**config.mk**
```make
export PLATFORM = sky130hd
export DESIGN_NAME = sim_db_top
export DESIGN_NICKNAME = d
export VERILOG_FILES = /design/src/rtl/tacho_pkg.sv /design/src/rtl/bus_pkg.sv /design/src/rtl/sim_db_top.sv /design/src/rtl/tacho_pair.sv /design/src/rtl/tacho_regs.sv /design/src/rtl/local_bus_sync.sv
export VERILOG_INCLUDE_DIRS = /design/src /design/src/include
export SDC_FILE = /design/constraint.sdc
export NUM_CORES = 1
export LEC_CHECK = 0
export ABC_CLOCK_PERIOD_IN_PS = 6360
export BUFFER_PORTS_ARGS = -buffer_cell sky130_fd_sc_hd__buf_2
export CAP_MARGIN = 20
export CORE_AREA = 3 3 269 271
export CTS_BUF_LIST = sky130_fd_sc_hd__clkbuf_8 sky130_fd_sc_hd__clkbuf_16
export DETAILED_ROUTE_END_ITERATION = 12
export DIE_AREA = 0 0 272 274
export PLACE_DENSITY = 0.69
export SETUP_SLACK_MARGIN = 0.4
export SKIP_CTS_REPAIR_TIMING = 1
export SLEW_MARGIN = 20
export SYNTH_ARGS = -nofsm -noshare
export SYNTH_HDL_FRONTEND = slang
export SYNTH_SLANG_ARGS = --single-unit
```
**constraint.sdc**
```tcl
create_clock -name W_clk -period 6.36 [get_ports W_clk]
set_input_delay 1.272 -clock W_clk [delete_from_list [all_inputs] [get_ports W_clk]]
set_output_delay 1.272 -clock W_clk [all_outputs]
set_load 0.02 [all_outputs]
```
**src/include/tacho_settings.svh**
```systemverilog
/*
 * bus widths, tachometer pair count and version word
 * register address map of the 0x8xx local bus region
 */
`ifndef TACHO_SETTINGS_SVH
`define TACHO_SETTINGS_SVH

`define BUS_ADDR_W        12
`define BUS_DATA_W        16
`define TACHO_PAIRS       2                  // 1 to 4
`define TACHO_CH          (2 * `TACHO_PAIRS)
`define TACHO_WORD_W      32                 // frequency and phase words

`define FPGA_REGION       4'h8
`define FPGA_VERSION      16'hB616

// register map
`define ADDR_VERSION      12'h800
`define ADDR_PAT_AAAA     12'h802
`define ADDR_PAT_5555     12'h804
`define ADDR_MODE         12'h810            // limited-pulse mode, one bit per pair
`define ADDR_OUT_CTRL     12'h812            // output enables, one bit per channel
`define ADDR_LOAD         12'h814            // write only, one bit per pair
`define ADDR_FREQ_BASE    12'h820            // low half, high half at +2
`define ADDR_PHASE_BASE   12'h840            // low half, high half at +2
`define ADDR_PULSE_BASE   12'h860
`define ADDR_FINISHED     12'h870            // read only
`define ADDR_WORD_STRIDE  4                  // per pair, freq and phase
`define ADDR_PULSE_STRIDE 2                  // per pair, pulse count

`endif
```
**src/rtl/tacho_pkg.sv**
```systemverilog
/*
 * tachometer pair types
 * phase word union, pair configuration and channel enables
 */
`default_nettype none

`include "tacho_settings.svh"

package tacho_pkg;

  // phase word as the host writes it
  typedef struct packed {
    logic [`BUS_DATA_W-1:0] hi;
    logic [`BUS_DATA_W-1:0] lo;
  } phase_halves_t;

  // phase word as the generator reads it
  typedef struct packed {
    logic                     ch2_leads;  // 1 - channel 2 leads
    logic [`TACHO_WORD_W-2:0] lag;        // lag in clock cycles
  } phase_lead_t;

  typedef union packed {
    phase_halves_t half;
    phase_lead_t   lead;
  } phase_word_u;

  // ------------------------------
  // per pair configuration
  typedef struct packed {
    logic [`TACHO_WORD_W-1:0] half_period;  // cycles between toggles
    phase_word_u              phase;
    logic [`BUS_DATA_W-1:0]   pulse_num;    // pulse limit
    logic                     limited;      // 1 - stop after pulse_num
  } pair_cfg_t;

  typedef struct packed {
    logic ch2;
    logic ch1;
  } pair_en_t;

endpackage

`default_nettype wire

```
**src/rtl/bus_pkg.sv**
```systemverilog
/*
 * local bus transport types
 * address view and synchronised bus request
 */
`default_nettype none

`include "tacho_settings.svh"

package bus_pkg;

  // address split into device region and register offset
  typedef struct packed {
    logic [`BUS_ADDR_W-9:0] region;
    logic [7:0]             offset;
  } bus_addr_t;

  // one request per strobe edge, address and data ride along
  typedef struct packed {
    bus_addr_t              addr;
    logic [`BUS_DATA_W-1:0] wdata;
    logic                   rd_pulse;   // falling edge of rd, cs low
    logic                   wr_pulse;   // falling edge of wr, cs low
    logic                   rd_active;  // cs and rd both low
  } bus_req_t;

endpackage

`default_nettype wire

```
**src/rtl/sim_db_top.sv**
```systemverilog
/*
 * speed sensor simulator top level
 * bus synchroniser, register file and tachometer pairs
 */
`default_nettype none

`include "tacho_settings.svh"

module sim_db_top
  import bus_pkg::*;
  import tacho_pkg::*;
(
  input  wire                      W_clk,
  input  wire                      W_reset_n,
  input  wire [`BUS_ADDR_W-1:0]    la,
  input  wire [`BUS_DATA_W-1:0]    ld_in,
  input  wire                      lcs_n,
  input  wire                      lrd_n,
  input  wire                      lwr_n,
  output logic [`BUS_DATA_W-1:0]   ld_out,
  output logic                     ld_oe,
  output logic [`TACHO_CH-1:0]     spd_ch
);

  bus_req_t                        req;
  pair_cfg_t [`TACHO_PAIRS-1:0]    cfg;
  pair_en_t  [`TACHO_PAIRS-1:0]    en;
  logic      [`TACHO_PAIRS-1:0]    load;
  logic      [`TACHO_PAIRS-1:0]    finished;

  local_bus_sync local_bus_sync_inst (
    .W_clk     (W_clk),
    .W_reset_n (W_reset_n),
    .la        (bus_addr_t'(la)),
    .ld_in     (ld_in),
    .lcs_n     (lcs_n),
    .lrd_n     (lrd_n),
    .lwr_n     (lwr_n),
    .req       (req)
  );

  tacho_regs tacho_regs_inst (
    .W_clk     (W_clk),
    .W_reset_n (W_reset_n),
    .req       (req),
    .finished  (finished),
    .ld_out    (ld_out),
    .ld_oe     (ld_oe),
    .cfg       (cfg),
    .en        (en),
    .load      (load)
  );

  // pair i drives channels 2i and 2i+1
  for (genvar i = 0; i < `TACHO_PAIRS; i++)
  begin : g_pair
    tacho_pair tacho_pair_inst (
      .W_clk     (W_clk),
      .W_reset_n (W_reset_n),
      .cfg       (cfg[i]),
      .en        (en[i]),
      .load      (load[i]),
      .ch        (spd_ch[2*i +: 2]),
      .finished  (finished[i])
    );
  end

endmodule

`default_nettype wire

```
**src/rtl/tacho_pair.sv**
```systemverilog
/*
 * two channel square wave generator
 * programmable phase lag, pulse limit and enable gating
 */
`default_nettype none

`include "tacho_settings.svh"

module tacho_pair
  import tacho_pkg::*;
(
  input  wire            W_clk,
  input  wire            W_reset_n,
  input  wire pair_cfg_t cfg,
  input  wire pair_en_t  en,
  input  wire            load,
  output logic [1:0]     ch,
  output logic           finished
);

  pair_cfg_t                  cfg_q;     // latched on load
  logic [`TACHO_WORD_W-1:0]   hp_last;
  logic [`TACHO_WORD_W-2:0]   lag_cnt;
  logic                       lag_on;    // lagging wave has started
  logic                       run;
  logic [1:0]                 step;
  logic [1:0]                 wave;      // [0] lead, [1] lag
  logic [1:0]                 done;
  logic                       ch1_w;
  logic                       ch2_w;

  assign hp_last = cfg_q.half_period - 1'b1;
  assign run     = (en.ch1 | en.ch2) & (cfg_q.half_period != '0);
  assign step    = {run & lag_on, run};

  // ------------------------------
  // lag delay, counts run cycles up to the programmed lag
  always_ff @(posedge W_clk)
  begin
    if (!W_reset_n)
    begin
      lag_cnt <= '0;
      lag_on  <= 1'b0;
    end
    else if (load)
    begin
      lag_cnt <= '0;
      lag_on  <= (cfg.phase.lead.lag == '0);
    end
    else if (run && !lag_on)
    begin
      lag_cnt <= lag_cnt + 1'b1;
      if (lag_cnt + 1'b1 == cfg_q.phase.lead.lag)
        lag_on <= 1'b1;
    end
  end

  // load latches the new settings
  always_ff @(posedge W_clk)
  begin
    if (!W_reset_n)
      cfg_q <= '0;
    else if (load)
      cfg_q <= cfg;
  end

  // ------------------------------
  // lead and lag waves, same generator, lag one starts late
  for (genvar i = 0; i < 2; i++)
  begin : g_wave
    logic [`TACHO_WORD_W-1:0] hp_cnt;
    logic [`BUS_DATA_W-1:0]   pulses;  // completed high pulses
    logic                     w;

    always_ff @(posedge W_clk)
    begin
      if (!W_reset_n)
      begin
        hp_cnt <= '0;
        pulses <= '0;
        w      <= 1'b0;
      end
      else if (load)
      begin
        hp_cnt <= '0;
        pulses <= '0;
        w      <= 1'b0;
      end
      else if (step[i] && !done[i])
      begin
        if (hp_cnt == hp_last)
        begin
          hp_cnt <= '0;
          w      <= ~w;
          if (w)
            pulses <= pulses + 1'b1;  // falling edge ends a pulse
        end
        else
          hp_cnt <= hp_cnt + 1'b1;
      end
    end

    assign wave[i] = w;
    assign done[i] = cfg_q.limited && (pulses == cfg_q.pulse_num);
  end

  // lead flag swaps which channel gets the early wave
  assign ch1_w    = cfg_q.phase.lead.ch2_leads ? wave[1] : wave[0];
  assign ch2_w    = cfg_q.phase.lead.ch2_leads ? wave[0] : wave[1];
  assign ch       = {en.ch2 & ch2_w, en.ch1 & ch1_w};
  assign finished = done[1];  // lag wave ends last

endmodule

`default_nettype wire

```
**src/rtl/tacho_regs.sv**
```systemverilog
/*
 * register file of the 0x8xx region
 * address decode, read data, load pulses and pair config fan-out
 */
`default_nettype none

`include "tacho_settings.svh"

module tacho_regs
  import bus_pkg::*;
  import tacho_pkg::*;
(
  input  wire                                W_clk,
  input  wire                                W_reset_n,
  input  wire bus_req_t                      req,
  input  wire [`TACHO_PAIRS-1:0]             finished,
  output logic [`BUS_DATA_W-1:0]             ld_out,
  output logic                               ld_oe,
  output pair_cfg_t [`TACHO_PAIRS-1:0]       cfg,
  output pair_en_t  [`TACHO_PAIRS-1:0]       en,
  output logic [`TACHO_PAIRS-1:0]            load
);

  localparam int AW = `BUS_ADDR_W;
  localparam int NP = `TACHO_PAIRS;

  logic [AW-1:0]              addr;
  logic                       region_hit;
  logic [`BUS_DATA_W-1:0]     rdata;

  logic [NP-1:0]              mode_q;       // limited mode per pair
  logic [`TACHO_CH-1:0]       out_ctrl_q;   // channel enables
  logic [`TACHO_WORD_W-1:0]   freq_q  [NP];
  phase_word_u                phase_q [NP];
  logic [`BUS_DATA_W-1:0]     pulse_q [NP];

  function automatic logic [AW-1:0] pair_addr(input int base, input int p, input int stride);
    pair_addr = AW'(base + p * stride);
  endfunction

  assign addr       = req.addr;
  assign region_hit = (req.addr.region == `FPGA_REGION);
  assign ld_oe      = req.rd_active & region_hit;

  // ------------------------------
  // register writes
  always_ff @(posedge W_clk)
  begin
    if (!W_reset_n)
    begin
      mode_q     <= '0;
      out_ctrl_q <= '0;
      load       <= '0;
      for (int p = 0; p < NP; p++)
      begin
        freq_q[p]  <= '0;
        phase_q[p] <= '0;
        pulse_q[p] <= '0;
      end
    end
    else
    begin
      load <= '0;  // single cycle strobe
      if (req.wr_pulse && region_hit)
      begin
        case (addr)
          `ADDR_MODE:     mode_q     <= req.wdata[NP-1:0];
          `ADDR_OUT_CTRL: out_ctrl_q <= req.wdata[`TACHO_CH-1:0];
          `ADDR_LOAD:     load       <= req.wdata[NP-1:0];  // not stored
          default: ;
        endcase
        for (int p = 0; p < NP; p++)
        begin
          if (addr == pair_addr(`ADDR_FREQ_BASE, p, `ADDR_WORD_STRIDE))
            freq_q[p][15:0] <= req.wdata;
          if (addr == pair_addr(`ADDR_FREQ_BASE + 2, p, `ADDR_WORD_STRIDE))
            freq_q[p][31:16] <= req.wdata;
          if (addr == pair_addr(`ADDR_PHASE_BASE, p, `ADDR_WORD_STRIDE))
            phase_q[p].half.lo <= req.wdata;
          if (addr == pair_addr(`ADDR_PHASE_BASE + 2, p, `ADDR_WORD_STRIDE))
            phase_q[p].half.hi <= req.wdata;
          if (addr == pair_addr(`ADDR_PULSE_BASE, p, `ADDR_PULSE_STRIDE))
            pulse_q[p] <= req.wdata;
        end
      end
    end
  end

  // ------------------------------
  // read mux
  always_comb
  begin
    rdata = '0;  // load register and holes read 0
    case (addr)
      `ADDR_VERSION:  rdata = `FPGA_VERSION;
      `ADDR_PAT_AAAA: rdata = 16'hAAAA;
      `ADDR_PAT_5555: rdata = 16'h5555;
      `ADDR_MODE:     rdata[NP-1:0] = mode_q;
      `ADDR_OUT_CTRL: rdata[`TACHO_CH-1:0] = out_ctrl_q;
      `ADDR_FINISHED: rdata[NP-1:0] = finished;
      default: ;
    endcase
    for (int p = 0; p < NP; p++)
    begin
      if (addr == pair_addr(`ADDR_FREQ_BASE, p, `ADDR_WORD_STRIDE))
        rdata = freq_q[p][15:0];
      if (addr == pair_addr(`ADDR_FREQ_BASE + 2, p, `ADDR_WORD_STRIDE))
        rdata = freq_q[p][31:16];
      if (addr == pair_addr(`ADDR_PHASE_BASE, p, `ADDR_WORD_STRIDE))
        rdata = phase_q[p].half.lo;
      if (addr == pair_addr(`ADDR_PHASE_BASE + 2, p, `ADDR_WORD_STRIDE))
        rdata = phase_q[p].half.hi;
      if (addr == pair_addr(`ADDR_PULSE_BASE, p, `ADDR_PULSE_STRIDE))
        rdata = pulse_q[p];
    end
  end

  always_ff @(posedge W_clk)
  begin
    if (!W_reset_n)
      ld_out <= '0;
    else if (req.rd_pulse && region_hit)
      ld_out <= rdata;  // held until the next read
  end

  // config fan-out to the pair generators
  for (genvar p = 0; p < NP; p++)
  begin : g_cfg
    assign cfg[p].half_period = freq_q[p];
    assign cfg[p].phase       = phase_q[p];
    assign cfg[p].pulse_num   = pulse_q[p];
    assign cfg[p].limited     = mode_q[p];
    assign en[p]              = pair_en_t'(out_ctrl_q[2*p +: 2]);
  end

endmodule

`default_nettype wire

```
**src/rtl/local_bus_sync.sv**
```systemverilog
/*
 * local bus strobe synchroniser
 * falling edge detect of rd and wr, forms bus requests
 */
`default_nettype none

`include "tacho_settings.svh"

module local_bus_sync
  import bus_pkg::*;
(
  input  wire                    W_clk,
  input  wire                    W_reset_n,
  input  wire bus_addr_t         la,
  input  wire [`BUS_DATA_W-1:0]  ld_in,
  input  wire                    lcs_n,
  input  wire                    lrd_n,
  input  wire                    lwr_n,
  output bus_req_t               req
);

  // [0] first stage, [1] second stage, [2] previous second stage
  logic [1:0] cs_sr;
  logic [2:0] rd_sr;
  logic [2:0] wr_sr;

  always_ff @(posedge W_clk)
  begin
    if (!W_reset_n)
    begin
      cs_sr <= '1;  // strobes idle high
      rd_sr <= '1;
      wr_sr <= '1;
    end
    else
    begin
      cs_sr <= {cs_sr[0], lcs_n};
      rd_sr <= {rd_sr[1:0], lrd_n};
      wr_sr <= {wr_sr[1:0], lwr_n};
    end
  end

  // host holds address and data steady around the strobes
  assign req.addr      = la;
  assign req.wdata     = ld_in;
  assign req.rd_pulse  = ~cs_sr[1] & ~rd_sr[1] & rd_sr[2];
  assign req.wr_pulse  = ~cs_sr[1] & ~wr_sr[1] & wr_sr[2];
  assign req.rd_active = ~cs_sr[1] & ~rd_sr[1];

endmodule

`default_nettype wire

```
==> results of run 1 <==
==> synth_stat cells (19+ instances only) <==
master    number
dfxtp_1      454
nor2_1       350
xnor2_1      240
nand2_1      233
xor2_1       227
mux2i_1      205
nor2b_1      195
clkbuf_1     176
edfxtp_1     160
nand3_1      136
a21oi_1      122
and2_1       111
o21ai_0      107
nand4_1       84
nor3_1        67
and3_1        64
nor4_1        64
or3_1         55
inv_1         47
nand2b_1      43
or4_1         36
and4_1        31
o31ai_1       23
o211ai_1      20
a211oi_1      19
==> where the power goes <==
part           internal (mW)  total, mW  switching, mW
combinational         0.0421      0.148          0.105
clock                   2.33       4.03           1.70
sequential              4.04       4.08         0.0435
total                   6.41       8.26           1.85
==> state kept, by name, indices dropped and copies added (netlist names), 3 cells and up <==
signal,count
g_pair.tacho_pair_inst.g_wave.w,4
tacho_regs_inst.phase_q,64
local_bus_sync_inst.rd_sr,3
tacho_regs_inst.pulse_q,32
tacho_regs_inst.freq_q,64
g_pair.tacho_pair_inst.lag_cnt,62
tacho_regs_inst.en,4
tacho_regs_inst.ld_out,16
g_pair.tacho_pair_inst.cfg_q,162
g_pair.tacho_pair_inst.g_wave.hp_cnt,128
g_pair.tacho_pair_inst.g_wave.pulses,64
local_bus_sync_inst.wr_sr,3
==> kinds of logic after synthesis <==
group                      synth area share [%]
muxes                                      6.33
buffers and inverters                      3.01
DFF                                        42.4
and+or+nand+nor                            25.4
xor gates and xnor gates                   13.3
adders and majority gates                 0.534
AOI/OAI and AO/OA                          9.06
==> worst min-delay path by stage <==
stage,slack (ns),end,depth (start not counted)
after global routing,0.43,local_bus_sync_inst.rd_sr[1],1
after CTS,0.42,local_bus_sync_inst.cs_sr[1],1
after detailed placement,0.40,local_bus_sync_inst.rd_sr[1],1
after global placement,0.39,local_bus_sync_inst.rd_sr[1],1
final,0.41,local_bus_sync_inst.rd_sr[1],1
after floorplan,0.39,local_bus_sync_inst.cs_sr[1],1
==> stage by stage <==
| step | instances | hold slack, ns | worst slack (ns) | total power, mW |
|---|---|---|---|---|
| 2_1_floorplan | 3569 | 0.386 | 1.60 | 4.22 |
| 3_3_place_gp | 4393 | 0.389 | 1.67 | 4.31 |
| 3_5_place_dp | 4393 | 0.402 | 1.59 | 4.31 |
| 4_1_cts | 4513 | 0.416 | 1.56 | 8.32 |
| 5_1_grt | 4513 | 0.428 | 1.17 | 8.49 |
| 6_report | 4513 | 0.414 | 1.47 | 8.26 |
==> critical path, stage by stage, from the launching register on <==
cell and delay, ns:
dfxtp_1 0.40, inv_1 0.12, ha_1 0.52, or4b_2 0.68, or3_1 0.41, nor3_1 0.40
nor3_1 0.08, or4_1 0.57, nor4_2 0.25, nand3_1 0.55, or4_1 0.68, a21oi_1 0.14
==> layout make-up <==
type | count | area, µm² | share of cell area [%]
Multi-Input combinational cell | 2702 | 17900 | 49.8
Sequential cell | 614 | 13900 | 38.6
Clock buffer | 77 | 1830 | 5.07
Tap cell | 940 | 1180 | 3.26
Timing Repair Buffer | 90 | 546 | 1.51
Clock inverter | 43 | 468 | 1.30
Inverter | 47 | 176 | 0.490
==> metal layers <==
metal  up-vias  global-route usage [%]  part of all wire [%]
li1      12568                       -                     -
met1     12559                    34.6                    43
met2      1155                    39.8                    45
met3       226                    4.10                   8.5
met4         0                    9.25                   3.7
met5         -                       0                     0
==> impl_metrics.ini, run 1 <==
[outcome]
status = completed

[sta]
fin_crit_sh_pct = 76.9
slew-limit-headroom_pct = 30.6
finalSetupViolCount = 0
rsz0062_at_grt = false
finalCriticalPeriod_ns = 4.89
final_max_slew_viol_count = 0
hold_viol = 0
max_freq_mhz = 205
worst_slew_pin_slew_ns = 1.04
fin_setup_tns_ns = 0
skew_ns = 0.0285

[die]
dieArea_um2 = 74500
io_pins = 54
die_x_um = 272
rows = 97
die_y_um = 274
initial_utilization_pct = 46.8
coreArea_um2 = 70000

[synth]
yosys_warnings = 0
netlist_instances = 3569
ys_types = 83
synth.avg_cell_area_um2 = 9.19
yosys_register_bits = 614
ys_top_cells_by_area = dfxtp_1, edfxtp_1, xnor2_1, mux2i_1, xor2_1
yosysTopAreaCell = dfxtp_1
synth_top_flop_cell = dfxtp_1
synthesis.nets = 3616
synth_top_area_share_pct = 27.7
yosysSeqAreaShare_pct = 42.4
async_flop_share_pct = 0
syn-cell-area_um2 = 32800
synth_edf_count = 160

[critical_path]
cp_data_arrival_time_ns = 5.41
crit-reg2reg-capture = g_pair[0].tacho_pair_inst.g_wave[0].pulses[10]
critPathMaxFanout = 21
crit_path_start_kind = flip-flop
r2r_slack_ns = 1.47
worstSetupEndpoint = g_pair[0].tacho_pair_inst.g_wave[0].pulses[10]
cp.required_ns = 6.88
reg2regPathDepth = 11
end_kind = flip-flop
cp-startpoint = g_pair[0].tacho_pair_inst.cfg_q[49]
r2r_start = g_pair[0].tacho_pair_inst.cfg_q[49]
critical_path_class = flip-flop to flip-flop

[cts]
cts_tree = yes
cts.sinks = 614
cts_buffer_depth = 3
cts.clk_slew.worst_paths_ns = 0.06
clockRootBuffer = clkbuf_16
clk-insertion-delay-late_ns = 0.63
cts_max_level = 3
numCtsBuffers = 66

[grt]
grt_pass1_wl_mm = 147
grt_overflow_total = 0
grt_max_degree = 72
grt_pass1_vias = 24686
grt_use_total_pct = 25.1
antenna_found_initial = 1

[min_path]
worstHoldStart = local_bus_sync_inst.rd_sr[0]
min_path_type = flip-flop to flip-flop

[final_layout]
antenna_cells = 0
stdcell_area_um2 = 36000
final_cell_mix = dfxtp_1, nor2_1, xnor2_1, nand2_1, xor2_1
area_growth_pct = 9.87
nFillCells = 6451
finish.utilization_pct = 51.4
nets = 3568
layout-drive-gt1-share_pct = 7.08
final_common_cell = dfxtp_1

[pwr]
p_leak_nw = 12.9
ir_drop_v = 0.000252
powerDensity_nw_per_um2 = 229

[drt]
drt_iter0_markers = 2823
post_drt_wl_per_cell_um = 21.2
routed_wl_mm = 95.5
first_pass_iters = 6
drc = 0
ant_nets = 0
via_per_inst = 5.87
route.vias.total = 26508

[place]
dpl-instance-area_um2 = 33700
gp_congestion = 0.975
dpl.hpwl_mm = 71.0
port_buffers = 53

[run]
max-cap-violations = 0
Note: power is estimated with default switching activity, not from simulation.
==> inputs of run 2 (changes only) <==
--- a/config.mk
+++ b/config.mk
@@ -6,7 +6,7 @@
 export SDC_FILE = /design/constraint.sdc
 export NUM_CORES = 1
 export LEC_CHECK = 0
-export ABC_CLOCK_PERIOD_IN_PS = 6360
+export ABC_CLOCK_PERIOD_IN_PS = 4800
 export BUFFER_PORTS_ARGS = -buffer_cell sky130_fd_sc_hd__buf_2
 export CAP_MARGIN = 20
 export CORE_AREA = 3 3 269 271
==> constraint.sdc (replaced) <==
create_clock -name W_clk -period 4.8 [get_ports W_clk]
set_input_delay 0.96 -clock W_clk [delete_from_list [all_inputs] [get_ports W_clk]]
set_output_delay 0.96 -clock W_clk [all_outputs]
set_load 0.02 [all_outputs]
==> impl_metrics.ini, run 2 (synthesized netlist as in run 1, its figures left out) <==
[outcome]
status = completed

[die]
initial_utilization_pct = 46.8
dieArea_um2 = 74500
coreArea_um2 = 70000
rows = 97
die_x_um = 272
io_pins = 54
die_y_um = 274

[pwr]
p_int_mw = 8.94
swShare_pct = 21.0
powerDensity_nw_per_um2 = 309
clockPowerShare_pct = 50.5
power_frac_comb_pct = 1.8
seqPwrFrac_pct = 47.8
ir_drop_v = 0.000353
p_leak_nw = 13.2
finalPower_mw = 11.3
power_switching_mw = 2.37

[critical_path]
crit_path_start_kind = flip-flop
crit-reg2reg-capture = g_pair[1].tacho_pair_inst.g_wave[0].hp_cnt[21]
r2r_slack_ns = 0.45
reg2regPathDepth = 11
r2r_start = g_pair[1].tacho_pair_inst.cfg_q[51]
critical_path_class = flip-flop to flip-flop
cp_data_arrival_time_ns = 4.85
cp.required_ns = 5.30
critPathMaxFanout = 31
end_kind = flip-flop

[drt]
via_per_inst = 5.90
met3RoutedLength_mm = 8.63
ant_nets = 0
highest_layer = met4
post_drt_wl_per_cell_um = 21.3
route.vias.total = 26880
wl_met1_mm = 41.7
drc = 0
first_pass_iters = 6
drt_iter0_markers = 2991
wl_met2_mm = 43.9
routed_wl_mm = 97.0

[sta]
worst_slew_pin_slew_ns = 1.30
skew_ns = 0.0293
slew-limit-headroom_pct = 12.2
rsz0062_at_grt = true
fin_crit_sh_pct = 90.6
finalSetupViolCount = 0
final_max_slew_viol_count = 0
fin_setup_tns_ns = 0
max_freq_mhz = 230
finalCriticalPeriod_ns = 4.35
hold_viol = 0

[final_layout]
finish.utilization_pct = 52.3
fin_cells = 4558
final_common_cell = dfxtp_1
final_cell_mix = dfxtp_1, nor2_1, xnor2_1, nand2_1, xor2_1
largest_registers = g_pair.tacho_pair_inst.cfg_q (162), g_pair.tacho_pair_inst.g_wave.hp_cnt (128)
layout-drive-gt1-share_pct = 8.16
area_growth_pct = 11.6
largest_reg_flops = 162
regMostFlops = g_pair.tacho_pair_inst.cfg_q
nets = 3613
nFillCells = 6405

[cts]
cts_max_level = 3
numCtsBuffers = 68
cts.clk_slew.worst_paths_ns = 0.06
cts.sinks = 614
clk-insertion-delay-late_ns = 0.63
cts_tree = yes
cts_buffer_depth = 3
clockRootBuffer = clkbuf_16

[grt]
grt_pass1_vias = 25131
grt_max_degree = 81
grt_overflow_total = 0
grt_pass1_wl_mm = 149
grt_use_total_pct = 25.5
antenna_found_initial = 2

[min_path]
hold_depth = 1
min_path_type = flip-flop to flip-flop
worstHoldStart = local_bus_sync_inst.cs_sr[0]
min_to = local_bus_sync_inst.cs_sr[1]

[place]
port_buffers = 53
dp_cells = 4434
dpl.hpwl_mm = 71.8
gp_congestion = 0.974

[run]
max-cap-violations = 0
==> run 2: changes by cell type in the layout (fill, tap and decap cells not counted), sizes merged, moves of 6 or more <==
cell    before  now
clkbuf      77   83
bufinv       6   12
buf         90  133
clkinv      20    9
==> run 2: routing by layer <==
layer / up-vias / track usage (%)
met5: - / 0
met3: 181 / 4.42
li1: 12656 / -
met2: 1181 / 40.7
met1: 12862 / 35.4
met4: 0 / 7.89
==> run 2: area by class of cell <==
cell class | instances | area, µm² | share of cell area (%)
multi-input cells | 2702 | 18000 | 49.1
flip-flops and latches | 614 | 13900 | 38.0
clock buffers | 83 | 1950 | 5.34
well taps | 940 | 1180 | 3.21
repair buffers | 133 | 893 | 2.44
clock inverters | 38 | 515 | 1.41
inverters | 47 | 176 | 0.482
diodes | 1 | 2.50 | 0.00684
==> run 2: how the worst max path moves through the flow <==
| stage | depth (start not counted) | end | slack, ns | startpoint |
|---|---|---|---|---|
| detailed placement | 11 | g_pair[1].tacho_pair_inst.g_wave[1].pulses[7] | 0.48 | g_pair[1].tacho_pair_inst.cfg_q[49] |
| CTS | 11 | g_pair[1].tacho_pair_inst.g_wave[1].pulses[8] | 0.44 | g_pair[1].tacho_pair_inst.cfg_q[49] |
| global placement | 11 | g_pair[1].tacho_pair_inst.g_wave[1].pulses[4] | 0.53 | g_pair[1].tacho_pair_inst.cfg_q[49] |
| finish | 11 | g_pair[1].tacho_pair_inst.g_wave[0].hp_cnt[21] | 0.45 | g_pair[1].tacho_pair_inst.cfg_q[51] |
| global route | 10 | g_pair[1].tacho_pair_inst.g_wave[1].pulses[7] | 0.35 | g_pair[1].tacho_pair_inst.cfg_q[54] |
| floorplan | 5 | tacho_regs_inst.pulse_q[0][16] | 0.44 | la[9] |
==> run 2: per-stage QoR <==
stage / cell area (µm²) / hold WS (ns) / worst slack (ns)
floorplan: 32800 / 0.386 / 0.443
global placement: 34100 / 0.390 / 0.529
detailed placement: 34100 / 0.398 / 0.476
CTS: 36500 / 0.413 / 0.443
global route: 36600 / 0.430 / 0.355
finish: 36600 / 0.408 / 0.449
==> run 2: power by group through the flow <==
stage                     Clock (mW)  Combinational (mW)  Sequential [mW]
after floorplan                    0               0.115             5.48
after global placement             0               0.195             5.52
after detailed placement           0               0.196             5.52
after CTS                       5.80               0.196             5.40
after global routing            6.00               0.213             5.40
final                           5.71               0.200             5.41
==> run 2: worst max-delay path: stages (launching register included) <==
cell       delay [ns]
dfxtp_1          0.43
nor4_1           1.09
nand4_1          0.35
xnor2_1          0.38
o2111ai_1        0.23
a2111oi_0        0.46
buf_4            0.20
nand3_1          0.11
or4_1            0.57
nand2_1          0.14
buf_12           0.19
nor2_1           0.08
